File: src/verilog/rv_pkg.sv
// RV32I instruction-set types, opcodes, ALU operations and instruction classes
// Imported by the decode, execute and register units of the core
`default_nettype none

package rv_pkg;

    typedef logic [31:0] word_t;
    typedef logic [4:0]  reg_addr_t;

    typedef enum logic [6:0] {
        OPC_LUI    = 7'b0110111,
        OPC_AUIPC  = 7'b0010111,
        OPC_JAL    = 7'b1101111,
        OPC_JALR   = 7'b1100111,
        OPC_BRANCH = 7'b1100011,
        OPC_LOAD   = 7'b0000011,
        OPC_STORE  = 7'b0100011,
        OPC_OP_IMM = 7'b0010011,
        OPC_OP     = 7'b0110011,
        OPC_SYSTEM = 7'b1110011
    } opcode_t;

    typedef enum logic [3:0] {
        ALU_ADD,
        ALU_SUB,
        ALU_SLL,
        ALU_SLT,
        ALU_SLTU,
        ALU_XOR,
        ALU_SRL,
        ALU_SRA,
        ALU_OR,
        ALU_AND
    } alu_op_t;

    typedef enum logic [2:0] {
        CLS_ALU,
        CLS_BRANCH,
        CLS_JUMP,
        CLS_LOAD,
        CLS_STORE,
        CLS_HALT,
        CLS_ILLEGAL
    } inst_class_t;

    localparam word_t      EBREAK_WORD = 32'h0010_0073;
    localparam logic [2:0] F3_WORD     = 3'b010;  // Only LW and SW supported

endpackage

`default_nettype wire

File: src/verilog/regfile.sv
// 32 x 32 general register file, two asynchronous reads and one write port
`timescale 1ns/1ps
`default_nettype none

module regfile (
    input  logic              clk,
    input  logic              reset,
    input  logic              we,
    input  rv_pkg::reg_addr_t waddr,
    input  rv_pkg::word_t     wdata,
    input  rv_pkg::reg_addr_t raddr1,
    input  rv_pkg::reg_addr_t raddr2,
    output rv_pkg::word_t     rdata1,
    output rv_pkg::word_t     rdata2
);
    import rv_pkg::*;

    word_t regs [32];

    always_ff @(posedge clk or posedge reset) begin
        if (reset) begin
            for (int i = 0; i < 32; i++) begin
                regs[i] <= '0;
            end
        end else if (we) begin
            regs[waddr] <= wdata;
        end
    end

    assign rdata1 = (raddr1 == '0) ? '0 : regs[raddr1];
    assign rdata2 = (raddr2 == '0) ? '0 : regs[raddr2];

    // Execute unit never enables write-back for rd = x0
    a_no_x0_write: assert property (@(posedge clk) disable iff (reset) we |-> waddr != '0);

endmodule

`default_nettype wire

File: config.mk
export PLATFORM = sky130hd
export DESIGN_NAME = regfile
export DESIGN_NICKNAME = d
export VERILOG_FILES = /design/src/verilog/rv_pkg.sv /design/src/verilog/regfile.sv
export SDC_FILE = /design/constraint.sdc
export NUM_CORES = 2
export LEC_CHECK = 0
export BUFFER_PORTS_ARGS = -buffer_cell sky130_fd_sc_hd__buf_2
export CAP_MARGIN = 30
export CORE_MARGIN = 2
export CORE_UTILIZATION = 55
export DETAILED_ROUTE_END_ITERATION = 8
export GPL_ROUTABILITY_DRIVEN = 0
export PLACE_DENSITY_LB_ADDON = 0.08
export SYNTH_ARGS = -nofsm -noshare
export SYNTH_HDL_FRONTEND = slang
export SYNTH_SLANG_ARGS = --single-unit
File: constraint.sdc
create_clock -name clk -period 69 [get_ports clk]
set_clock_uncertainty 0.05 [all_clocks]
set_input_delay 13.8 -clock clk [delete_from_list [all_inputs] [get_ports clk]]
set_output_delay 13.8 -clock clk [all_outputs]
set_load 0.02 [all_outputs]
==> impl_metrics.py <==
metrics = {
    "run_status": {
        "outcome": "completed",
    },
    "place": {
        "placedCellCount": 4776,
        "port_buffers": 113,
        "dp_slack_ns": 36.87,
        "hpwl_um": 104800,
    },
    "cts": {
        "cts_buffers": 112,
        "cts.clk_slew.worst_paths_ns": 0.06,
        "cts_setup_buffers": 0,
        "clock_latency_ns": 0.71,
        "htree_levels": 3,
        "cts_tree": "built",
        "hold_buffers": 0,
        "cts.sinks": 1024,
        "cts_resized": 0,
        "max-clock-path-buffers": 3,
        "clock-root-buffer": "clkbuf_16",
    },
    "layout": {
        "largest_reg_flops": 1024,
        "stdcell_count": 4998,
        "area_delta_synth_final_pct": 10.32,
        "nFillCells": 7361,
        "reg.largest.list": "regs x1024",
        "drive_gt1_frac": 0.5128,
        "largest-register": "regs",
        "fin_nets": 3660,
        "multiInputGateArea_um2": 27370,
        "ff_latch_area_um2": 25620,
    },
    "sta": {
        "fmax_ghz": 0.03118,
        "timing.setup.tns_ns": 0,
        "fin_ws_ns": 36.93,
        "slew_viol_final": 0,
        "tightest_slew_ns": 1.095,
        "rsz0062_at_grt": "false",
        "hold_violations": 0,
        "fin_crit_sh": 0.4648,
        "max-slew-margin-rel": 0.2684,
        "setup-violations-final": 0,
        "min_period_ns": 32.07,
    },
    "floorplanning": {
        "fp.dieH_um": 319.1,
        "die_w_um": 319.1,
        "die_area_um2": 101800,
        "initial_core_util": 0.5547,
        "ioPinCount": 114,
        "rows": 115,
        "fp.coreArea_um2": 98420,
    },
    "global_route": {
        "globalRouteOverflowTotal": 0,
        "grt_usage": 0.3588,
        "antenna_found_initial": 15,
        "grt_pass1_vias": 37720,
        "grt_first_pass_wirelength_um": 265600,
        "grt_max_degree": 179,
    },
    "yosys": {
        "yosysTopAreaCell": "dfrtp_1",
        "syn_inst": 3681,
        "synth_nets": 3731,
        "synthFlopType": "dfrtp_1",
        "synth_edf_count": 0,
        "yosys_warnings": 0,
        "synthesis.area_um2": 54590,
        "synth_cell_types": 46,
        "ys_ff_latch": 1024,
        "avgSynthCellArea_um2": 14.83,
        "yosysSeqAreaShare": 0.4694,
        "ys_top_cells_by_area": "dfrtp_1, mux2_2, mux4_2",
        "synth_top_area_share": 0.4694,
        "synth-async-reset-ratio": 1.000,
    },
    "routing": {
        "vias_per_cell": 7.244,
        "wl_per_cell_um": 36.27,
        "vias": 36210,
        "drc": 0,
        "ant_nets": 0,
        "drtIter0Drc": 3853,
        "drt_first_pass_iters": 5,
        "wl_um": 181300,
    },
    "pwr": {
        "ir_worst_vdd_mv": 0.02216,
        "pwr_density_cell_nw_per_um2": 30.39,
        "power_mw": 1.831,
        "p_leak_nw": 26.29,
    },
    "critical_path": {
        "critPathKind": "in -> out",
        "worstPathRequired_ns": 55.15,
        "reg2reg_to": "regs[756]",
        "critPathLaunchType": "input port",
        "end_kind": "output port",
        "timing.rr.start": "regs[756]",
        "critPathMaxFanout": 94,
        "reg2regPathDepth": 1,
        "arrival_ns": 18.22,
        "startpoint": "raddr1[0]",
        "regToRegSetupSlack_ns": 68.13,
        "critical_path.endpoint": "rdata1[26]",
    },
    "hold_path": {
        "hold_path_class": "reg -> reg",
        "hold_depth": 1,
        "min_from": "regs[631]",
    },
    "job": {
        "cap_violations": 0,
    },
}
## logic make-up (layout without fill, tap and decap cells)
logic type | Yosys count | after routing | share of synthesized area
other | 0 | 8 | 0
AOI/OAI and AO/OA | 344 | 344 | 0.04726
DFF | 1024 | 1024 | 0.4694
and+or+nand+nor | 188 | 188 | 0.01911
muxes | 1726 | 1726 | 0.4308
buffers and inverters | 399 | 421 | 0.03344
## cell usage after synthesis, types with 21 or more instances
| master | number |
|---|---|
| mux2_2 | 1050 |
| dfrtp_1 | 1024 |
| mux4_2 | 394 |
| mux2i_1 | 282 |
| clkbuf_1 | 206 |
| buf_2 | 87 |
| a22oi_1 | 84 |
| buf_1 | 61 |
| a211oi_1 | 55 |
| a22o_1 | 49 |
| o22ai_1 | 44 |
| nor2b_1 | 43 |
| nor3_1 | 43 |
| a21oi_1 | 34 |
| a2111oi_0 | 26 |
| buf_4 | 26 |
| o221ai_1 | 26 |
| nand2_1 | 22 |
| nor2_1 | 21 |
## per-layer routing
layer	up-vias	wire length [um]	part of all wire	global-route usage
met5	-	57	0.00031	0
met4	8	9277	0.051	0.1640
li1	14180	-	-	-
met2	1843	83750	0.46	0.5535
met1	19690	72640	0.40	0.4910
met3	484	15540	0.086	0.07830
## through the flow
| step | hold slack [ns] | utilization | cell area (um2) |
|---|---|---|---|
| finish | 0.4774 | 0.6120 | 60230 |
| global placement | 0.4523 | 0.5684 | 55940 |
| floorplan | 0.4411 | - | 54590 |
| detailed placement | 0.4612 | 0.5688 | 55980 |
| global route | 0.4870 | 0.6118 | 60220 |
| CTS | 0.4749 | 0.6100 | 60040 |
## power breakdown
part	internal, mW	switching (mW)
Clock	0.400	0.253
Combinational	0.211	0.152
Sequential	0.719	0.0948
## cells in the final DEF, fill, tap and decap left out, types with 7 or more instances in the layout
cell       count
mux2_2      1050
dfrtp_1     1024
mux4_2       394
mux2i_1      282
clkbuf_16    115
buf_2        106
buf_4         88
a22oi_1       84
a211oi_1      55
a22o_1        49
o22ai_1       44
nor3_1        43
nor2b_1       39
clkbuf_8      38
a21oi_1       34
a2111oi_0     26
o221ai_1      26
nor2_4        18
nor4_1        18
nand2_2       17
clkbuf_1      16
bufinv_16     15
clkinv_2      14
a31oi_1        9
diode_2        8
and2_1         7
buf_16         7
## layout make-up
class                           count  area share
Timing Repair Buffer              212     0.02547
Clock buffer                      169     0.05746
Multi-Input combinational cell   2258      0.4544
Clock inverter                     38    0.009847
Inverter                            2   0.0002493
Sequential cell                  1024      0.4255
Antenna cell                        8   0.0003324
Tap cell                         1287     0.02674
## worst max-delay path, stage by stage
cell and delay (ns):
buf_8 0.58, buf_12 0.68, buf_4 0.64, buf_4 0.66
mux4_2 0.59, a2111oi_0 0.60, nor3_1 0.24, buf_2 0.24
## how the worst min path moves through the flow
stage,endpoint
6_report,regs[631]
5_1_grt,regs[257]
4_1_cts,regs[631]
3_5_place_dp,regs[738]
3_3_place_gp,regs[934]
2_1_floorplan,regs[869]
(Power assumes the default switching activity.)
