<file path="config.mk">
export PLATFORM = sky130hd
export DESIGN_NAME = load_store_unit
export DESIGN_NICKNAME = d
export VERILOG_FILES = /design/src/verilog/rv_pkg.sv /design/src/verilog/mem_pkg.sv /design/src/verilog/load_store_unit.sv
export SDC_FILE = /design/constraint.sdc
export NUM_CORES = 1
export LEC_CHECK = 0
export BUFFER_PORTS_ARGS = -buffer_cell sky130_fd_sc_hd__clkbuf_2
export CORE_ASPECT_RATIO = 1.25
export CORE_MARGIN = 5
export CORE_UTILIZATION = 30
export DETAILED_ROUTE_END_ITERATION = 7
export GPL_TIMING_DRIVEN = 0
export PLACE_DENSITY = 0.82
export SLEW_MARGIN = 10
export SYNTH_ARGS = -nofsm -noshare
export SYNTH_HDL_FRONTEND = slang
export SYNTH_SLANG_ARGS = --single-unit
</file>
<file path="constraint.sdc">
create_clock -name clk -period 2 [get_ports clk]
set_input_delay 0.2 -clock clk [delete_from_list [all_inputs] [get_ports clk]]
set_output_delay 0.2 -clock clk [all_outputs]
set_load 0.05 [all_outputs]
</file>
<file path="src/verilog/rv_pkg.sv">
// RV32I instruction-set types, opcodes, ALU operations and instruction classes
// Imported by the decode, execute and register units of the core
`default_nettype none

package rv_pkg;

    typedef logic [31:0] word_t;
    typedef logic [4:0]  reg_addr_t;

    typedef enum logic [6:0] {
        OPC_LUI    = 7'b0110111,
        OPC_AUIPC  = 7'b0010111,
        OPC_JAL    = 7'b1101111,
        OPC_JALR   = 7'b1100111,
        OPC_BRANCH = 7'b1100011,
        OPC_LOAD   = 7'b0000011,
        OPC_STORE  = 7'b0100011,
        OPC_OP_IMM = 7'b0010011,
        OPC_OP     = 7'b0110011,
        OPC_SYSTEM = 7'b1110011
    } opcode_t;

    typedef enum logic [3:0] {
        ALU_ADD,
        ALU_SUB,
        ALU_SLL,
        ALU_SLT,
        ALU_SLTU,
        ALU_XOR,
        ALU_SRL,
        ALU_SRA,
        ALU_OR,
        ALU_AND
    } alu_op_t;

    typedef enum logic [2:0] {
        CLS_ALU,
        CLS_BRANCH,
        CLS_JUMP,
        CLS_LOAD,
        CLS_STORE,
        CLS_HALT,
        CLS_ILLEGAL
    } inst_class_t;

    localparam word_t      EBREAK_WORD = 32'h0010_0073;
    localparam logic [2:0] F3_WORD     = 3'b010;  // Only LW and SW supported

endpackage

`default_nettype wire

</file>
<file path="src/verilog/mem_pkg.sv">
// Shared memory map and requester identities for the unified word memory
`default_nettype none

package mem_pkg;

    localparam int          MEM_WORDS = 1024;
    localparam logic [31:0] RESET_PC  = 32'h0000_0000;

    typedef logic [9:0] mem_addr_t;  // Word address

    // Listed in arbitration priority order
    typedef enum logic [1:0] {
        REQ_HOST,
        REQ_LSU,
        REQ_FETCH
    } req_id_t;

endpackage

`default_nettype wire

</file>
<file path="src/verilog/load_store_unit.sv">
// Issues word loads and stores and ends every instruction with one done pulse
`timescale 1ns/1ps
`default_nettype none

module load_store_unit (
    input  logic                clk,
    input  logic                reset,
    input  logic                inst_valid,
    input  rv_pkg::inst_class_t inst_class,
    input  mem_pkg::mem_addr_t  addr,
    input  rv_pkg::word_t       store_data,
    output logic                mem_req,
    output logic                mem_we,
    output mem_pkg::mem_addr_t  mem_addr,
    output rv_pkg::word_t       mem_wdata,
    input  logic                mem_ack,
    input  rv_pkg::word_t       mem_rdata,
    output rv_pkg::word_t       load_data,
    output logic                done
);
    import rv_pkg::*;

    logic is_mem;

    assign is_mem    = inst_class == CLS_LOAD || inst_class == CLS_STORE;
    assign mem_we    = inst_class == CLS_STORE;
    assign mem_addr  = addr;  // Stable until done
    assign mem_wdata = store_data;

    always_ff @(posedge clk or posedge reset) begin
        if (reset) begin
            mem_req <= 1'b0;
            done    <= 1'b0;
        end else begin
            done <= (inst_valid && !is_mem) || (mem_req && mem_ack);
            if (inst_valid && is_mem) begin
                mem_req <= 1'b1;
            end else if (mem_ack) begin
                mem_req <= 1'b0;
            end
        end
    end

    always_ff @(posedge clk) begin
        if (mem_req && mem_ack && !mem_we) load_data <= mem_rdata;
    end

endmodule

`default_nettype wire

</file>
==> results.json <==
{
  "synth_top_family_by_area": "buffers and inverters",
  "drt-pass1-iter-count": 4,
  "drc": 0,
  "drt_wl_total_um": 4370,
  "endpoint_kind": "flip-flop",
  "antenna_found_initial": 0,
  "grt_pass1_wl_um": 6270,
  "crit_required_ps": 1900,
  "numPortBuffers": 115,
  "synth_top_area_cell": "edfxtp_1",
  "critical_path.max_fanout": 32,
  "grt_overflow_total": 0,
  "synth_area_sq_mm": 0.00139,
  "clock_tree.root_cell": "clkbuf_8",
  "timing.final.crit_share_pct": 77.0,
  "core_sq_mm": 0.00446,
  "muxShareOfSynthArea_pct": 0,
  "synth_fa_ha_area_share_pct": 0,
  "die-area_sq_mm": 0.00611,
  "fin_worst_skew_ps": 1.94,
  "cts.sinks": 34,
  "avgRoutedWirePerCell_um": 16.4,
  "leakagePower_uw": 0.00108,
  "cts_tree": "done",
  "drive_above_1_share_pct": 79.9,
  "numCtsBuffers": 5,
  "rows": 27,
  "io_pins": 158,
  "gp_congestion": 0.741,
  "final_area_sq_mm": 0.00214,
  "hp-class": "in -> reg",
  "initial_core_util_pct": 31.2,
  "finalHoldViolCount": 0,
  "fin_nets": 290,
  "power_per_cell_area_mw_per_mm2": 806,
  "synth_nets": 167,
  "die_w_um": 70.9,
  "num_antenna_cells": 0,
  "yosys_register_bits": 34,
  "clk_path_buf_depth": 2,
  "grt_max_degree": 33,
  "max_cap_violations": 0,
  "dr.first_iter.drc_count": 37,
  "critPathLaunch": "mem_req$_DFFE_PP0P_",
  "finalSetupViolations": 0,
  "hp-start": "mem_rdata[19]",
  "drv_slew": 0,
  "max_slew.worst_pin.slew_ps": 849,
  "fp.dieH_um": 86.1,
  "grt_pass1_vias": 1218,
  "cts_setup_buffers": 0,
  "synth_cells": 86,
  "fmax_ghz": 0.649,
  "status": "complete, no violations",
  "power_uw": 1720,
  "dpl_cell_area_sq_mm": 0.00205,
  "viasPerCell": 4.04,
  "vias": 1078,
  "whs_ps": 94.3,
  "yosysSeqAreaShare_pct": 72.7,
  "drtAntennaViolNets": 0,
  "grt_usage_pct": 14.0,
  "yosys.area_share.xor_xnor_pct": 0,
  "netlist.area_leader.share_pct": 69.1,
  "clk_pin_slew_ps": 60,
  "arrival_ps": 1440,
  "insertion_delay_ps": 280,
  "synth.area.top_cells": "edfxtp_1 (69%), buf_4 (23%), dfrtp_1 (3.6%)",
  "syn2layout_area_growth_pct": 53.5,
  "cp-start-kind": "flip-flop",
  "synth-simple-area-share_pct": 2.61,
  "synth_warnings": 0,
  "rsz0062_at_grt": "no",
  "max_slew_margin_pct": 43.2,
  "worst-setup-path-type": "reg -> reg",
  "htreeDepth": 2,
  "synth_compound_area_share_pct": 1.26,
  "synth_cell_types": 11,
  "finalSetupTns_ps": 0,
  "fin_crit_ps": 1540,
  "vdd_drop_max_mv": 0.401,
  "timing.rr.start": "mem_req$_DFFE_PP0P_",
  "syn_avg_cell_area_sq_um": 16.2
}
[path summary, 6_finish.rpt]
check	to	slack, ps	cells after the start
max reg2reg	load_data[26]$_DFFE_PP_	460	2
max	load_data[26]$_DFFE_PP_	460	2
max in group asynchronous	mem_req$_DFFE_PP0P_	1610	3
min in group asynchronous	done$_DFF_PP0_	290	3
min reg2reg	mem_req$_DFFE_PP0P_	600	2
min	load_data[19]$_DFFE_PP_	90	1
[sequential cells by signal, summed over array words and instances, names as in the netlist]
name	count
load_data	32
done	1
mem_req	1
[cells in the final DEF (no fill, tap or decap)]
cell type and count:
clkbuf_2 115, buf_4 42, edfxtp_1 32, clkbuf_8 5, inv_1 3, clkinv_2 2, dfrtp_1 2, nor3b_4 1
and3b_2 1, o21ai_1 1, o21ai_0 1, nand2_1 1, nor2_4 1, o31ai_1 1, dlygate4sd3_1 1
[critical path, stage by stage (launching register included)]
cell	delay, ps
dfrtp_1	380
nand2_1	120
nor2_4	660
[final cells by class]
type	instances	area [sq um]
Tap cell	58	72.6
Clock buffer	5	68.8
Inverter	3	11.3
Sequential cell	34	1010
Buffer	42	315
Timing Repair Buffer	116	586
Fill cell	428	2320
Multi-Input combinational cell	7	61.3
Clock inverter	2	10.0
[metrics by stage]
stage          util, %  std cells  setup slack, ps
3_5_place_dp      45.9        259              440
6_report          47.9        267              459
4_1_cts           47.9        267              420
5_1_grt           47.9        267              333
3_3_place_gp      45.9        259              467
2_1_floorplan        -         86              272
[kinds of logic after synthesis]
logic type             Yosys count
AOI/OAI and AO/OA                3
buffers and inverters           45
DFF                             34
and+or+nand+nor                  4
[cells in the mapped netlist, drive strengths merged]
| master | n |
|---|---|
| dfrtp | 2 |
| buf | 42 |
| nand2 | 1 |
| o31ai | 1 |
| edfxtp | 32 |
| and3b | 1 |
| o21ai | 2 |
| inv | 3 |
| nor2 | 1 |
| nor3b | 1 |
[metal layers]
metal	routed length [um]	share of wire [%]	vias up	GRT usage, %
met2	2300	53	101	24.1
met1	1290	29	463	12.7
met5	0	0	-	0
met3	594	14	17	7.97
li1	-	-	497	-
met4	190	4.3	0	8.03
[what timing repair did]
item / 4_1_cts / 5_1_grt
hold buffers: 1 / 0
setup endpoints to repair: 0 / 0
endpoints found under the hold margin: 2 / 0
gates resized for setup: 0 / 0
[power breakdown]
part	switching (uW)	leakage (uW)	internal, uW
Clock	222	0.0000438	233
Combinational	319	0.000719	128
Sequential	7.60	0.000317	812
Total	549	0.00108	1170
Note: power is estimated with default switching activity, not from simulation.
