## config.mk

```make
export PLATFORM = sky130hd
export DESIGN_NAME = fetch_unit
export DESIGN_NICKNAME = d
export VERILOG_FILES = /design/src/verilog/rv_pkg.sv /design/src/verilog/mem_pkg.sv /design/src/verilog/fetch_unit.sv
export SDC_FILE = /design/constraint.sdc
export NUM_CORES = 1
export LEC_CHECK = 0
export BUFFER_PORTS_ARGS = -buffer_cell sky130_fd_sc_hd__buf_2
export CAP_MARGIN = 10
export CORE_AREA = 4 4 92 94
export CTS_CLUSTER_SIZE = 10
export DETAILED_ROUTE_END_ITERATION = 7
export DIE_AREA = 0 0 96 98
export GPL_TIMING_DRIVEN = 0
export PLACE_DENSITY = 0.63
export SLEW_MARGIN = 25
export SYNTH_ARGS = -nofsm -noshare
export SYNTH_HDL_FRONTEND = slang
export SYNTH_SLANG_ARGS = --single-unit
```

## constraint.sdc

```tcl
create_clock -name clk -period 6.5 [get_ports clk]
set_clock_uncertainty 0.15 [all_clocks]
set_input_delay 0.325 -clock clk [delete_from_list [all_inputs] [get_ports clk]]
set_output_delay 0.325 -clock clk [all_outputs]
set_load 0.01 [all_outputs]
```

## src/verilog/rv_pkg.sv

```systemverilog
// RV32I instruction-set types, opcodes, ALU operations and instruction classes
// Imported by the decode, execute and register units of the core
`default_nettype none

package rv_pkg;

    typedef logic [31:0] word_t;
    typedef logic [4:0]  reg_addr_t;

    typedef enum logic [6:0] {
        OPC_LUI    = 7'b0110111,
        OPC_AUIPC  = 7'b0010111,
        OPC_JAL    = 7'b1101111,
        OPC_JALR   = 7'b1100111,
        OPC_BRANCH = 7'b1100011,
        OPC_LOAD   = 7'b0000011,
        OPC_STORE  = 7'b0100011,
        OPC_OP_IMM = 7'b0010011,
        OPC_OP     = 7'b0110011,
        OPC_SYSTEM = 7'b1110011
    } opcode_t;

    typedef enum logic [3:0] {
        ALU_ADD,
        ALU_SUB,
        ALU_SLL,
        ALU_SLT,
        ALU_SLTU,
        ALU_XOR,
        ALU_SRL,
        ALU_SRA,
        ALU_OR,
        ALU_AND
    } alu_op_t;

    typedef enum logic [2:0] {
        CLS_ALU,
        CLS_BRANCH,
        CLS_JUMP,
        CLS_LOAD,
        CLS_STORE,
        CLS_HALT,
        CLS_ILLEGAL
    } inst_class_t;

    localparam word_t      EBREAK_WORD = 32'h0010_0073;
    localparam logic [2:0] F3_WORD     = 3'b010;  // Only LW and SW supported

endpackage

`default_nettype wire

```

## src/verilog/mem_pkg.sv

```systemverilog
// Shared memory map and requester identities for the unified word memory
`default_nettype none

package mem_pkg;

    localparam int          MEM_WORDS = 1024;
    localparam logic [31:0] RESET_PC  = 32'h0000_0000;

    typedef logic [9:0] mem_addr_t;  // Word address

    // Listed in arbitration priority order
    typedef enum logic [1:0] {
        REQ_HOST,
        REQ_LSU,
        REQ_FETCH
    } req_id_t;

endpackage

`default_nettype wire

```

## src/verilog/fetch_unit.sv

```systemverilog
// PC and instruction register with the fetch FSM of the multi-cycle core
// Also holds the sticky halted and error status
`timescale 1ns/1ps
`default_nettype none

module fetch_unit (
    input  logic                clk,
    input  logic                reset,
    input  logic                run,
    input  logic                done,
    input  rv_pkg::inst_class_t inst_class,
    input  rv_pkg::word_t       next_pc,
    output logic                mem_req,
    output mem_pkg::mem_addr_t  mem_addr,
    input  logic                mem_ack,
    input  rv_pkg::word_t       mem_rdata,
    output rv_pkg::word_t       pc,
    output rv_pkg::word_t       inst,
    output logic                inst_valid,
    output logic                halted,
    output logic                error
);
    import rv_pkg::*;
    import mem_pkg::*;

    typedef enum logic [1:0] {FETCH, WAIT_ACK, EXEC, STOP} state_t;

    state_t state;

    assign mem_req  = (state == FETCH && run) || state == WAIT_ACK;
    assign mem_addr = pc[$bits(mem_addr_t)+1:2];  // Byte PC to word address

    always_ff @(posedge clk or posedge reset) begin
        if (reset) begin
            state      <= FETCH;
            pc         <= RESET_PC;
            inst_valid <= 1'b0;
            halted     <= 1'b0;
            error      <= 1'b0;
        end else begin
            inst_valid <= 1'b0;
            case (state)
                FETCH: if (run) state <= WAIT_ACK;
                WAIT_ACK: begin
                    if (mem_ack) begin
                        state      <= EXEC;
                        inst_valid <= 1'b1;
                    end
                end
                EXEC: begin
                    if (done) begin
                        pc <= next_pc;
                        if (inst_class == CLS_HALT) begin
                            halted <= 1'b1;
                            state  <= STOP;
                        end else if (inst_class == CLS_ILLEGAL) begin
                            error <= 1'b1;
                            state <= STOP;
                        end else begin
                            state <= FETCH;
                        end
                    end
                end
                default: ;  // Stays stopped until reset
            endcase
        end
    end

    always_ff @(posedge clk) begin
        if (state == WAIT_ACK && mem_ack) inst <= mem_rdata;
    end

    // One instruction in flight, so no fetch overlaps its start
    a_no_fetch_on_issue: assert property (@(posedge clk) disable iff (reset)
        inst_valid |-> !mem_req && !mem_ack);

endmodule

`default_nettype wire

```

==> metrics.md <==
| Metric | Value |
|---|---|
| Min Clock Period, post-route | `around 1.9 ns` |
| # DRC | `0` |
| Avg Vias per Cell | `4.216` |
| Routed WL per cell | `about 14 um` |
| Multi-input logic area | `~670 sq um` |
| Synth-to-layout area growth | `46.84%` |
| DR vias | `1792` |
| Share of layout cells above drive strength 1 | `0.6656` |
| WL final | `~5.9 mm` |
| Final Non-Filler Cells | `about 430` |
| DP Wirelength | `around 4.4 mm` |
| Final Cycle Share | `0.2967` |
| Worst slew pin tran | `0.7143 ns` |
| RSZ-0062 raised after global routing | `false` |
| Finished Cell Area | `between 3000 and 4000 sq um` |
| Die H | `just under 100 um` |
| MaxCap Viol Count | `0` |
| Reg2reg start | `state[1]` |
| Pins Over Slew Limit | `0` |
| Die ar. | `around 9400 sq um` |
| Rel. slew slack | `0.5238` |
| Core footprint | `between 7000 and 8000 sq um` |
| GR Util All Layers | `0.1187` |
| GPL Wtd Cong | `approximately 0.66` |
| Final setup fails | `0` |
| Top cell type's share of synthesized area | `0.3597` |
| Final nets | `about 390` |
| Largest net degree at the start of global routing | `34` |
| CP Capture Type | `register` |
| First-pass GRT wire length | `around 8.5 mm` |
| Mapped Nets | `215` |
| Ys Warns | `0` |
| Outcome | `complete, no violations` |
| Pleak | `about 0.002 uW` |
| Netlist cell types | `21` |
| Placed Instances | `between 300 and 400` |
| Site Rows | `32` |
| Clock Latency Late Sink | `0.33 ns` |
| FMAX | `a little over 500 MHz` |
| I/O pins | `150` |
| Clk slew on worst S/H paths | `~0.07 ns` |
| Reg2reg path depth | `3` |
| Syn_area_per_cell | `~19 sq um` |
| Initial DRC Count | `29` |
| Die W | `around 96 um` |
| Most common cell after layout, fill and taps aside | `buf_2` |
| Vias in the first global route | `roughly 1.7k` |
| Crit path launch | `state[1]` |
| # H-tree levels | `3` |
| R2r endpoint | `inst[25]` |
| Postcts setup bufs | `0` |
| CTS Buf Count | `9` |
| IO buf count | `about 150` |
| Post-synthesis sequential area ratio | `0.7063` |
| Antenna Nets Post-Route | `0` |
| Top cells by area, synth | `edfxtp_1, dfrtp_1, mux2_4, buf_4, ha_1` |
| Register area | `between 1500 and 2000 sq um` |
| Hold buffers post-CTS | `10` |
| R2r setup slk | `about 4.6 ns` |
| CTS tree | `built` |
| DRT Pass-1 Iters | `4` |
| Req. time, crit path | `6.31 ns` |
| ANT cells | `0` |
| Dpl cell area | `3573 sq um` |
| Synth Cell Area | `2671 sq um` |
| GR Overflow Total | `0` |
| CTS Buffer Depth | `2` |
| Clk root buf | `clkbuf_8` |
| Register bit total from synthesis | `69` |
| Final Hold Fails | `0` |
| Crit path arrival time | `between 1.5 and 2 ns` |
| Startpoint type of the worst setup path | `register` |
| CP Max Fanout | `33` |
| Synth area leader | `edfxtp_1` |
| CP Class | `register to register` |
| Clk sink count | `69` |
| Hold Crit Class | `input pin to register` |
| Initial antenna violation count | `0` |
| Post_cts resized | `0` |
| Layout fillers | `between 600 and 700` |
| PwrDens | `412.8 nW/um^2` |
| Mapped Cells | `around 140` |
| Most frequent cells in the layout | `buf_2, dfrtp_1, edfxtp_1` |
| Initial Util | `0.3493` |
| Maximum vdd drop | `approximately 0.21 mV` |
| Final TNS setup | `0 ns` |
| Worst setup path end | `inst[25]` |
worst max-delay path, stage by stage (launching register included):
cell and delay, ns:
dfrtp_1 0.42, inv_1 0.10, ha_1 0.23, and2_2 0.64
cell usage after synthesis:
| cell type | n |
|---|---|
| inv_1 | 3 |
| xor2_1 | 1 |
| buf_6 | 3 |
| a31oi_1 | 1 |
| buf_4 | 10 |
| dfrtp_1 | 37 |
| a31o_1 | 1 |
| ha_1 | 4 |
| nor2_1 | 1 |
| nand2_2 | 1 |
| o41a_1 | 1 |
| nor2b_1 | 5 |
| a31o_2 | 1 |
| mux2i_1 | 1 |
| and2_1 | 1 |
| mux2_2 | 2 |
| edfxtp_1 | 32 |
| a41o_1 | 2 |
| a21o_1 | 1 |
| mux2_4 | 30 |
| nor4_2 | 1 |
power breakdown:
part | leakage, uW | internal, uW | total, uW | switching, uW
logic | 0.00116 | 355 | 627 | 272
clock network | 0.0000783 | 137 | 292 | 155
registers | 0.000748 | 622 | 700 | 78.5
metal layers:
metal | vias to the layer above | global-route usage | part of all wire
met4 | 0 | 0.04923 | 0.015
met5 | - | 0 | 0
met1 | 809 | 0.1571 | 0.45
li1 | 851 | - | -
met3 | 9 | 0.06086 | 0.14
met2 | 123 | 0.1625 | 0.40
cells by family (layout without fill, tap and decap cells):
logic type                 count (synthesis)  after routing  synth area share
AOI/OAI and AO/OA                          7              7           0.02342
DFF                                       69             69            0.7063
and+or+nand+nor                            9              9           0.02248
muxes                                     33             33            0.1808
xor gates and xnor gates                   1              1          0.003279
adders and majority gates                  4              4           0.01874
buffers and inverters                     16            200           0.04496
cell type report:
type | count | area share
clock buffers | 10 | 0.03254
multi-input cells | 54 | 0.1697
inverters | 3 | 0.002871
well taps | 102 | 0.03254
repair buffers | 168 | 0.2431
flip-flops and latches | 69 | 0.4810
plain buffers | 13 | 0.02775
clock inverters | 6 | 0.01053
metrics by stage:
stage | worst slack [ns] | hold slack (ns) | utilization | total power, uW
finish | 4.572 | 0.02427 | 0.5129 | 1619
global route | 4.458 | -0.004033 | 0.5129 | 1725
CTS | 4.553 | 0.001319 | 0.5025 | 1639
detailed placement | 4.575 | 0.1778 | 0.4673 | 1332
global placement | 4.112 | 0.3003 | 0.4635 | 1325
floorplan | 4.464 | 0.2739 | - | 1087
flip-flops by register name, summed over array words and instances (netlist names):
name and count:
error 1, halted 1, inst 32, inst_valid 1, pc 32, state 2
worst min-delay path by stage:
stage	startpoint	slack [ns]	endpoint	cells after the start
floorplan	mem_rdata[0]	0.27	inst[0]	0
global placement	error	0.30	error	1
detailed placement	reset	0.18	pc[13]	2
CTS	mem_rdata[31]	0.001	inst[31]	1
global route	mem_rdata[27]	-0.004	inst[27]	1
finish	mem_rdata[23]	0.02	inst[23]	1
(Power assumes the default switching activity.)
