## src/verilog/rv_pkg.sv

```systemverilog
// RV32I instruction-set types, opcodes, ALU operations and instruction classes
// Imported by the decode, execute and register units of the core
`default_nettype none

package rv_pkg;

    typedef logic [31:0] word_t;
    typedef logic [4:0]  reg_addr_t;

    typedef enum logic [6:0] {
        OPC_LUI    = 7'b0110111,
        OPC_AUIPC  = 7'b0010111,
        OPC_JAL    = 7'b1101111,
        OPC_JALR   = 7'b1100111,
        OPC_BRANCH = 7'b1100011,
        OPC_LOAD   = 7'b0000011,
        OPC_STORE  = 7'b0100011,
        OPC_OP_IMM = 7'b0010011,
        OPC_OP     = 7'b0110011,
        OPC_SYSTEM = 7'b1110011
    } opcode_t;

    typedef enum logic [3:0] {
        ALU_ADD,
        ALU_SUB,
        ALU_SLL,
        ALU_SLT,
        ALU_SLTU,
        ALU_XOR,
        ALU_SRL,
        ALU_SRA,
        ALU_OR,
        ALU_AND
    } alu_op_t;

    typedef enum logic [2:0] {
        CLS_ALU,
        CLS_BRANCH,
        CLS_JUMP,
        CLS_LOAD,
        CLS_STORE,
        CLS_HALT,
        CLS_ILLEGAL
    } inst_class_t;

    localparam word_t      EBREAK_WORD = 32'h0010_0073;
    localparam logic [2:0] F3_WORD     = 3'b010;  // Only LW and SW supported

endpackage

`default_nettype wire

```

## src/verilog/mem_pkg.sv

```systemverilog
// Shared memory map and requester identities for the unified word memory
`default_nettype none

package mem_pkg;

    localparam int          MEM_WORDS = 1024;
    localparam logic [31:0] RESET_PC  = 32'h0000_0000;

    typedef logic [9:0] mem_addr_t;  // Word address

    // Listed in arbitration priority order
    typedef enum logic [1:0] {
        REQ_HOST,
        REQ_LSU,
        REQ_FETCH
    } req_id_t;

endpackage

`default_nettype wire

```

## src/verilog/mem_arbiter.sv

```systemverilog
// Fixed-priority arbiter for host, LSU and fetch onto the unified memory
// Grant is held from request until the memory ack
`timescale 1ns/1ps
`default_nettype none

module mem_arbiter (
    input  logic               clk,
    input  logic               reset,
    input  logic               host_req,
    input  logic               host_we,
    input  mem_pkg::mem_addr_t host_addr,
    input  rv_pkg::word_t      host_wdata,
    output logic               host_ack,
    output rv_pkg::word_t      host_rdata,
    input  logic               lsu_req,
    input  logic               lsu_we,
    input  mem_pkg::mem_addr_t lsu_addr,
    input  rv_pkg::word_t      lsu_wdata,
    output logic               lsu_ack,
    output rv_pkg::word_t      lsu_rdata,
    input  logic               fetch_req,
    input  mem_pkg::mem_addr_t fetch_addr,
    output logic               fetch_ack,
    output rv_pkg::word_t      fetch_rdata,
    output logic               mem_req,
    output logic               mem_we,
    output mem_pkg::mem_addr_t mem_addr,
    output rv_pkg::word_t      mem_wdata,
    input  logic               mem_ack,
    input  rv_pkg::word_t      mem_rdata
);
    import mem_pkg::*;

    logic    busy;
    req_id_t owner;

    always_ff @(posedge clk or posedge reset) begin
        if (reset) begin
            busy  <= 1'b0;
            owner <= REQ_HOST;
        end else if (!busy) begin
            busy <= host_req || lsu_req || fetch_req;
            if (host_req) owner <= REQ_HOST;
            else if (lsu_req) owner <= REQ_LSU;
            else if (fetch_req) owner <= REQ_FETCH;
        end else if (mem_ack) begin
            busy <= 1'b0;
        end
    end

    assign mem_req = busy && !mem_ack;  // One access per grant

    always_comb begin
        case (owner)
            REQ_HOST: begin
                mem_we    = host_we;
                mem_addr  = host_addr;
                mem_wdata = host_wdata;
            end
            REQ_LSU: begin
                mem_we    = lsu_we;
                mem_addr  = lsu_addr;
                mem_wdata = lsu_wdata;
            end
            default: begin
                mem_we    = 1'b0;
                mem_addr  = fetch_addr;
                mem_wdata = '0;
            end
        endcase
    end

    assign host_ack    = mem_ack && owner == REQ_HOST;
    assign lsu_ack     = mem_ack && owner == REQ_LSU;
    assign fetch_ack   = mem_ack && owner == REQ_FETCH;
    assign host_rdata  = mem_rdata;
    assign lsu_rdata   = mem_rdata;
    assign fetch_rdata = mem_rdata;

    // Each memory ack reaches exactly one requester still waiting for it
    a_ack_onehot: assert property (@(posedge clk) disable iff (reset)
        mem_ack |-> $onehot({host_ack && host_req, lsu_ack && lsu_req,
                             fetch_ack && fetch_req}));

endmodule

`default_nettype wire

```

## config.mk

```make
export PLATFORM = sky130hd
export DESIGN_NAME = mem_arbiter
export DESIGN_NICKNAME = d
export VERILOG_FILES = /design/src/verilog/rv_pkg.sv /design/src/verilog/mem_pkg.sv /design/src/verilog/mem_arbiter.sv
export SDC_FILE = /design/constraint.sdc
export NUM_CORES = 1
export LEC_CHECK = 0
export BUFFER_PORTS_ARGS = -buffer_cell sky130_fd_sc_hd__buf_2
export CORE_AREA = 3 3 106 108
export CTS_CLUSTER_DIAMETER = 50
export DETAILED_ROUTE_END_ITERATION = 8
export DIE_AREA = 0 0 109 111
export PLACE_DENSITY_LB_ADDON = 0.1
export SYNTH_ARGS = -nofsm -noshare
export SYNTH_HDL_FRONTEND = slang
export SYNTH_SLANG_ARGS = --single-unit
```

## constraint.sdc

```tcl
create_clock -name clk -period 1.1 [get_ports clk]
set_input_delay 0.055 -clock clk [delete_from_list [all_inputs] [get_ports clk]]
set_output_delay 0.055 -clock clk [all_outputs]
set_load 0.005 [all_outputs]
```

==> run_results.csv, run 1 <==
group,metric,value,unit
logic_synthesis,synth-seq-cells,3,
timing,fmaxAchievable,746,MHz
timing,maxSlewHeadroom,84.7,%
logic_synthesis,syn_area,0.00161,mm2
cts,cts.path.max_buffers,2,
placed_design,gp_congestion,0.668,
timing,slew_viol_final,0,
floorplanning,die_x,109,um
grt,grt_max_degree,38,
floorplanning,core,0.0103,mm2
setup_path,max_stage_delay,0.46,ns
setup_path,cp_data_required_time,1.04,ns
routing,drt_wl_total,5.50,mm
layout,diodes,0,
routing,post_drt_wl_per_cell,13.4,um
cts,root_buffer,"clkbuf_8",
logic_synthesis,synth_flop_cell,"dfrtp_1",
floorplanning,dieArea,0.0121,mm2
logic_synthesis,synth_nets,353,
floorplanning,ios,277,
setup_path,path_max_fanout,5,
pwr,irDropWorstVdd,0.267,mV
logic_synthesis,seq_area_frac_synth,4.67,%
cts,clock-sinks,3,
timing,setup_viol,46,
routing,drtAntennaViolNets,0,
pwr,p_leak,1.05,nW
placed_design,io_buffer_count,148,
cts,cts_tree,"yes",
routing,vias,1493,
floorplanning,die_h,111,um
floorplanning,start_util,15.6,%
grt,grt_pass1_wl,7.66,mm
status,violations,"negative setup slack",
cts,cts_made_buffers,3,
cts,clk_latency,0.21,ns
logic_synthesis,yosysUniqueCellTypes,19,
grt,grt_use_total,8.09,%
routing,drtIter0Drc,43,
cts,cts_htree_levels,1,
logic_synthesis,async_flop_share,100,%
layout,nets,409,
pwr,powerDensity,958,mW/mm2
setup_path,timing.critical_path.cells,"buf_4 -> clkbuf_16 -> mux2i_1 -> nor2_1 -> buf_2",
timing,finalCriticalPeriod,1.34,ns
logic_synthesis,syn_avg_cell_area,7.35,um2
grt,antenna_found_initial,0,
routing,drt_pass1_iterations,4,
routing,viasPerCell,3.64,
logic_synthesis,ys_warn_count,0,
timing,rsz0062_at_grt,"true",
setup_path,path_class,"register to output pin",
setup_path,critPathCaptureType,"output pin",
timing,fin_worst_skew,0.00114,ns
pwr,totalPowerFinal,1.86,mW
floorplanning,rows,37,
setup_path,cp-start-kind,"register",
grt,grt_overflow,0,
cts,clk_pin_slew,0.03,ns
timing,finalSetupTns,-9.18,ns
setup_path,cp_slowest_cell,"dfrtp_2",
layout,layout_commonest_cell,"buf_2",
grt,grt_pass1_vias,1444,
timing,fin_ws,-0.240,ns
routing,drc,0,
layout,drive_gt1_share,60.2,%
layout,syn_to_final_growth,20.5,%
layout,mostFrequentLayoutCells,"buf_2 (148), mux2i_1 (41), nor2_1 (35)",
logic_synthesis,synth_edf_count,0,
job,maxCapViolCount,0,
logic_synthesis,netlist_instances,219,
timing,min_period_over_period,122,%
hold_path,hp-class,"primary input to register",
timing,hold_viol,0,
layout,fin_util,18.8,%
timing,worst_pin_slew,0.227,ns
setup_path,worstPathArrival,1.29,ns
status,outcome,"complete, but fails checks",
==> path summary, 6_finish.rpt <==
check,depth (start not counted),slack (ns),startpoint,endpoint
setup / recovery,5,-0.24,owner[0],mem_wdata[25]
hold / removal,2,0.07,mem_ack,busy
setup reg to reg,3,0.01,owner[0],owner[0]
hold reg to reg,1,0.58,busy,busy
max in group asynchronous,3,0.70,reset,owner[0]
min in group asynchronous,3,0.26,reset,busy
==> layer usage <==
metal / routed length (um) / global-route usage [%] / part of all wire [%]
met4: 403 / 6.90 / 7.3
met1: 1760 / 7.80 / 32
met5: 0 / 0 / 0
met2: 2600 / 14.3 / 47
met3: 738 / 1.69 / 13
==> report_power, final <==
group          internal, mW  leakage (nW)  switching [mW]
clock network         0.247        0.0228          0.0697
logic                 0.756         0.996           0.623
registers             0.129        0.0336          0.0320
total                  1.13          1.05           0.725
==> registers in the layout, summed over array words and instances, names as in the netlist <==
name,count
busy,1
owner,2
==> synthesized netlist by cell type (2+ instances only) <==
cell type   n  area share (%)
buf_4      97              45
mux2i_1    43              27
nor2_1     35             8.2
nand2_1    10             2.3
o21ai_1    10             3.1
buf_2       3            0.93
clkbuf_1    3            0.70
dfrtp_1     3             4.7
and3b_1     2             1.1
buf_6       2             1.4
buf_8       2             1.9
nor2b_1     2            0.78
==> cells by family (layout without fill, tap and decap cells) <==
family	count (synthesis)	after routing	share of synthesized area [%]
AO/OA/AOI/OAI	14	14	4.98
flip-flops	3	3	4.67
multiplexers	43	43	26.7
buffers and inverters	108	163	50.4
AND/OR/NAND/NOR	51	51	13.2
==> final cells by class <==
class	instances	area, um2
repair buffers	158	906
flip-flops and latches	3	77.6
multi-input cells	108	736
fillers	1189	8390
inverters	1	3.75
clock buffers	4	45.0
well taps	136	170
==> repair_timing <==
item,in CTS,in global routing
pin swaps,0,1
setup endpoints to repair,46,47
hold buffers,1,0
gates resized for setup,5,5
hold endpoints to repair,3,0
buffers inserted,2,2
cloned,2,1
==> worst max-delay path, delay by kind of cell (launching register included) <==
kind | cells | cell delay (ns)
mux | 1 | 0.14
flops | 1 | 0.46
simple gates | 1 | 0.05
buf+inv | 3 | 0.43
==> per-stage QoR <==
step / hold slack [ns] / cells / worst slack (ns) / instance area (um2)
floorplan: -0.191 / 219 / 0.140 / 1610
detailed placement: -0.0672 / 400 / -0.0683 / 1800
global route: 0.0884 / 410 / -0.320 / 1940
global placement: -0.0662 / 400 / -0.0532 / 1800
finish: 0.0710 / 410 / -0.240 / 1940
CTS: 0.0742 / 409 / -0.276 / 1930
(Power assumes the default switching activity.)
==> run 2, diff against run 1 <==
--- a/config.mk
+++ b/config.mk
@@ -6,11 +6,12 @@
 export NUM_CORES = 1
 export LEC_CHECK = 0
 export BUFFER_PORTS_ARGS = -buffer_cell sky130_fd_sc_hd__buf_2
-export CORE_AREA = 3 3 106 108
+export CORE_AREA = 2 2 108 110
 export CTS_CLUSTER_DIAMETER = 50
 export DETAILED_ROUTE_END_ITERATION = 8
-export DIE_AREA = 0 0 109 111
+export DIE_AREA = 0 0 110 112
 export PLACE_DENSITY_LB_ADDON = 0.1
+export SLEW_MARGIN = 40
 export SYNTH_ARGS = -nofsm -noshare
 export SYNTH_HDL_FRONTEND = slang
 export SYNTH_SLANG_ARGS = --single-unit
==> run_results.csv, run 2 (synthesis results as in run 1) <==
group,metric,value,unit
cts,clk_pin_slew,0.03,ns
floorplanning,die_x,110,um
routing,drtIter0Drc,36,
pwr,p_sw_share,35.0,%
placed_design,place_hpwl,4.41,mm
setup_path,worstPathArrival,1.30,ns
cts,clock-sinks,3,
layout,multi_input_area,743,um2
job,maxCapViolCount,0,
layout,regMostFlops,"owner",
setup_path,cp_num_buf_inv,3,
timing,fmaxAchievable,740,MHz
layout,mostFrequentLayoutCells,"buf_2 (148), mux2i_1 (39), nor2_1 (35)",
pwr,irDropWorstVdd,0.378,mV
setup_path,path_max_fanout,5,
routing,drt_pass1_iterations,2,
timing,fin_worst_skew,0.00174,ns
setup_path,cp-start-kind,"register",
timing,hold_viol,0,
pwr,p_int,1.45,mW
grt,grt_use_total,7.88,%
layout,diodes,0,
pwr,p_seq_share,6.6,%
timing,slew_viol_final,0,
layout,top_regs,"owner x2, busy x1",
timing,finalSetupTns,-9.52,ns
floorplanning,start_util,14.4,%
pwr,p_sw,0.781,mW
setup_path,path_class,"register to output pin",
cts,cts_tree,"yes",
routing,post_drt_wl_per_cell,13.2,um
cts,root_buffer,"clkbuf_16",
floorplanning,dieArea,0.0123,mm2
pwr,power_frac_clock,26.1,%
layout,layout_commonest_cell,"buf_2",
setup_path,cp_slowest_cell,"dfrtp_2",
grt,grt_overflow,0,
timing,maxSlewHeadroom,85.4,%
grt,antenna_found_initial,0,
layout,drive_gt1_share,61.5,%
layout,syn_to_final_growth,28.3,%
cts,cts_htree_levels,1,
cts,clk_latency,0.22,ns
setup_path,cp_data_required_time,1.04,ns
layout,fillCellCount,1274,
hold_path,hp-class,"primary input to register",
pwr,p_leak,1.10,nW
grt,grt_max_degree,46,
cts,cts_made_buffers,3,
grt,grt_pass1_wl,7.45,mm
floorplanning,ios,277,
setup_path,critPathCaptureType,"output pin",
layout,largest_register_ffs,2,
pwr,combPwrFrac,67.3,%
timing,finalCriticalPeriod,1.35,ns
layout,seqCellArea,77.6,um2
setup_path,timing.critical_path.cells,"buf_6 -> buf_12 -> mux2i_2 -> nor2_1 -> buf_2",
setup_path,max_stage_delay,0.41,ns
floorplanning,core,0.0112,mm2
floorplanning,die_h,112,um
cts,cts.path.max_buffers,2,
routing,viasPerCell,3.53,
status,outcome,"complete, but fails checks",
timing,setup_viol,46,
routing,drtAntennaViolNets,0,
routing,drc,0,
floorplanning,rows,39,
grt,grt_pass1_vias,1415,
status,violations,"negative setup slack",
pwr,totalPowerFinal,2.23,mW
timing,fin_ws,-0.251,ns
timing,worst_pin_slew,0.217,ns
placed_design,gp_congestion,0.701,
pwr,powerDensity,1080,mW/mm2
placed_design,io_buffer_count,148,
setup_path,crit_family,"buffers and inverters",
timing,rsz0062_at_grt,"true",
timing,min_period_over_period,123,%
layout,nets,413,
routing,drt_wl_total,5.56,mm
routing,vias,1485,
-- run 2: routing by layer --
metal	up-vias	track usage [%]	share of wire [%]
met5	-	0	0
met4	0	4.47	3.8
met3	35	1.35	13
met2	120	15.3	50
met1	596	7.51	33
li1	734	-	-
-- run 2: final cells by class --
type	count	area share (%)
clock buffers	4	3.82
inverters	1	0.182
multi-input cells	108	36.0
flip-flops and latches	3	3.76
well taps	143	8.67
repair buffers	162	47.6
-- run 2: through the flow --
stage | hold slack [ns] | utilization [%] | instances | setup WS [ns] | area, um2
after floorplan | -0.191 | - | 219 | 0.140 | 1610
after global placement | -0.0632 | 16.2 | 409 | -0.00803 | 1810
after detailed placement | -0.0591 | 16.2 | 409 | -0.0581 | 1810
after CTS | 0.0567 | 18.2 | 420 | -0.261 | 2030
after global routing | 0.0903 | 18.5 | 421 | -0.309 | 2060
final | 0.0578 | 18.5 | 421 | -0.251 | 2060
-- run 2: repair_timing --
action / CTS / global route
resized for setup: 10 / 3
setup endpoints to repair: 46 / 46
pin swaps: 3 / 0
cloned: 3 / 1
hold buffers: 1 / 0
setup buffers: 3 / 0
hold endpoints to repair: 3 / 0
-- run 2: worst paths after layout --
| kind | startpoint | end | slack [ns] | depth (start not counted) |
|---|---|---|---|---|
| hold reg to reg | busy | busy | 0.57 | 1 |
| setup / recovery | owner[0] | mem_wdata[24] | -0.25 | 5 |
| max in group asynchronous | reset | owner[0] | 0.69 | 3 |
| hold / removal | mem_ack | busy | 0.06 | 2 |
| min in group asynchronous | reset | busy | 0.25 | 3 |
| setup reg to reg | owner[0] | owner[0] | 0.07 | 3 |
-- run 2: worst register-to-register path, stage by stage (launching register included) --
cell and delay (ns):
dfrtp_2 0.41, buf_6 0.15, buf_16 0.15, a22o_1 0.20
-- run 2: power groups by stage --
stage | clock network, mW | registers [mW] | logic [mW]
after floorplan | 0 | 0.139 | 0.975
after global placement | 0 | 0.157 | 1.31
after detailed placement | 0 | 0.159 | 1.30
after CTS | 0.589 | 0.148 | 1.50
after global routing | 0.598 | 0.151 | 1.66
final | 0.582 | 0.148 | 1.50
==> run 3, diff against run 2 <==
--- a/config.mk
+++ b/config.mk
@@ -7,6 +7,7 @@
 export LEC_CHECK = 0
 export BUFFER_PORTS_ARGS = -buffer_cell sky130_fd_sc_hd__buf_2
 export CORE_AREA = 2 2 108 110
+export CTS_BUF_LIST = sky130_fd_sc_hd__clkbuf_16
 export CTS_CLUSTER_DIAMETER = 50
 export DETAILED_ROUTE_END_ITERATION = 8
 export DIE_AREA = 0 0 110 112
==> run_results.csv, run 3 (synthesis results as in run 1) <==
group,metric,value,unit
cts,clock-sinks,3,
timing,fmaxAchievable,740,MHz
placed_design,io_buffer_count,148,
status,violations,"negative setup slack",
pwr,powerDensity,1080,mW/mm2
timing,finalCriticalPeriod,1.35,ns
placed_design,place_inst,409,
grt,grt_util_met3,1.35,%
layout,regMostFlops,"owner",
layout,diodes,0,
layout,fin_util,18.5,%
setup_path,r2r-start,"owner[0]",
grt,grt_pass1_vias,1415,
setup_path,critPathCaptureType,"output pin",
grt,grt_pass1_wl,7.45,mm
placed_design,place_hpwl,4.41,mm
grt,busiest_layer,"met2",
floorplanning,ios,277,
placed_design,gp_congestion,0.701,
setup_path,r2r_end,"owner[0]",
grt,grt_max_degree,46,
floorplanning,die_x,110,um
layout,stdcell_area,0.00206,mm2
layout,drive_gt1_share,61.5,%
placed_design,place_area,0.00181,mm2
setup_path,cp_data_required_time,1.04,ns
floorplanning,die_h,112,um
setup_path,rrSetupSlack,0.07,ns
timing,fin_ws,-0.251,ns
floorplanning,start_util,14.4,%
timing,fin_worst_skew,0.00141,ns
job,maxCapViolCount,0,
layout,nets,413,
timing,min_period_over_period,123,%
cts,cts.path.max_buffers,2,
layout,top_regs,"owner x2, busy x1",
timing,hold_viol,0,
timing,slew_viol_final,0,
setup_path,max_stage_delay,0.41,ns
setup_path,path_max_fanout,5,
floorplanning,dieArea,0.0123,mm2
grt,antenna_found_initial,0,
cts,cts_tree,"yes",
routing,drt_wl_total,5.56,mm
grt,grt_use_total,7.88,%
routing,drtAntennaViolNets,0,
setup_path,startpoint,"owner[0]",
layout,layout_commonest_cell,"buf_2",
cts,cts_htree_levels,1,
setup_path,cp_slowest_cell,"dfrtp_2",
routing,drtIter0Drc,36,
setup_path,worstPathArrival,1.30,ns
status,outcome,"complete, but fails checks",
timing,setup_viol,46,
grt,grt_use_met1,7.51,%
hold_path,hp-class,"primary input to register",
cts,root_buffer,"clkbuf_16",
cts,clk_latency,0.22,ns
floorplanning,core,0.0112,mm2
placed_design,place_worst_setup_slack,-0.0581,ns
layout,largest_register_ffs,2,
cts,clk_pin_slew,0.03,ns
timing,worst_pin_slew,0.217,ns
setup_path,timing.critical_path.cells,"buf_6 -> buf_12 -> mux2i_2 -> nor2_1 -> buf_2",
setup_path,cp-endpoint,"mem_wdata[24]",
grt,grtUsageMet2,15.3,%
pwr,p_leak,1.11,nW
routing,drc,0,
floorplanning,rows,39,
timing,rsz0062_at_grt,"true",
timing,finalHoldWorstSlack,0.0578,ns
setup_path,reg2reg_depth,3,
timing,maxSlewHeadroom,85.4,%
routing,vias,1485,
layout,mostFrequentLayoutCells,"buf_2 (148), mux2i_1 (39), nor2_1 (35)",
routing,drt_pass1_iterations,2,
setup_path,cp-start-kind,"register",
cts,cts_made_buffers,3,
grt,grt_overflow,0,
layout,syn_to_final_growth,28.3,%
pwr,irDropWorstVdd,0.378,mV
routing,post_drt_wl_per_cell,13.2,um
routing,viasPerCell,3.53,
layout,fin_cells,421,
setup_path,path_class,"register to output pin",
[run 3: changes by cell type in the layout (fill, tap and decap cells not counted), sizes merged]
cell,change
clkbuf,-1
inv,+1
[run 3: final cells by class]
cell class	count	area [um2]
fill	1274	9110
timing repair buffer	162	982
multi-input combinational	108	743
tap	143	179
sequential	3	77.6
clock buffer	3	75.1
clock inverter	1	3.75
inverter	1	3.75
[run 3: timing repair]
| action | 4_1_cts | 5_1_grt |
|---|---|---|
| setup buffers | 3 | 0 |
| resized for setup | 10 | 3 |
| pin swaps | 3 | 0 |
| hold buffers | 1 | 0 |
| setup endpoints to repair | 46 | 46 |
| endpoints found under the hold margin | 3 | 0 |
| gates cloned | 3 | 1 |
[run 3: per-stage QoR]
stage / power [mW] / setup TNS (ns)
2_1_floorplan: 1.11 / 0
4_1_cts: 2.23 / -9.94
3_5_place_dp: 1.46 / -0.376
6_report: 2.22 / -9.54
3_3_place_gp: 1.47 / -0.00803
5_1_grt: 2.40 / -12.27
[run 3: metal layers]
metal / wire (um) / vias to the layer above
met5: 0 / -
met2: 2780 / 120
met3: 722 / 35
met4: 210 / 0
met1: 1850 / 596
li1: - / 734
[run 3: worst min-delay path by stage]
stage | cells past startpoint | start | slack (ns) | end
final | 2 | mem_ack | 0.06 | busy
after floorplan | 1 | reset | -0.19 | busy
after CTS | 2 | mem_ack | 0.06 | busy
after global routing | 2 | mem_ack | 0.09 | busy
after global placement | 2 | reset | -0.06 | busy
after detailed placement | 2 | reset | -0.06 | busy
[run 3: power breakdown]
group / internal [mW] / switching, mW / total, mW
Combinational: 0.843 / 0.659 / 1.50
Clock: 0.469 / 0.104 / 0.574
Sequential: 0.129 / 0.0186 / 0.148
Total: 1.44 / 0.782 / 2.22
[run 3: worst max-delay path, delay by kind of cell, from the launching register on]
kind          cells  cell delay [ns]
buf+inv           3             0.42
flops             1             0.41
mux               1             0.14
simple gates      1             0.10
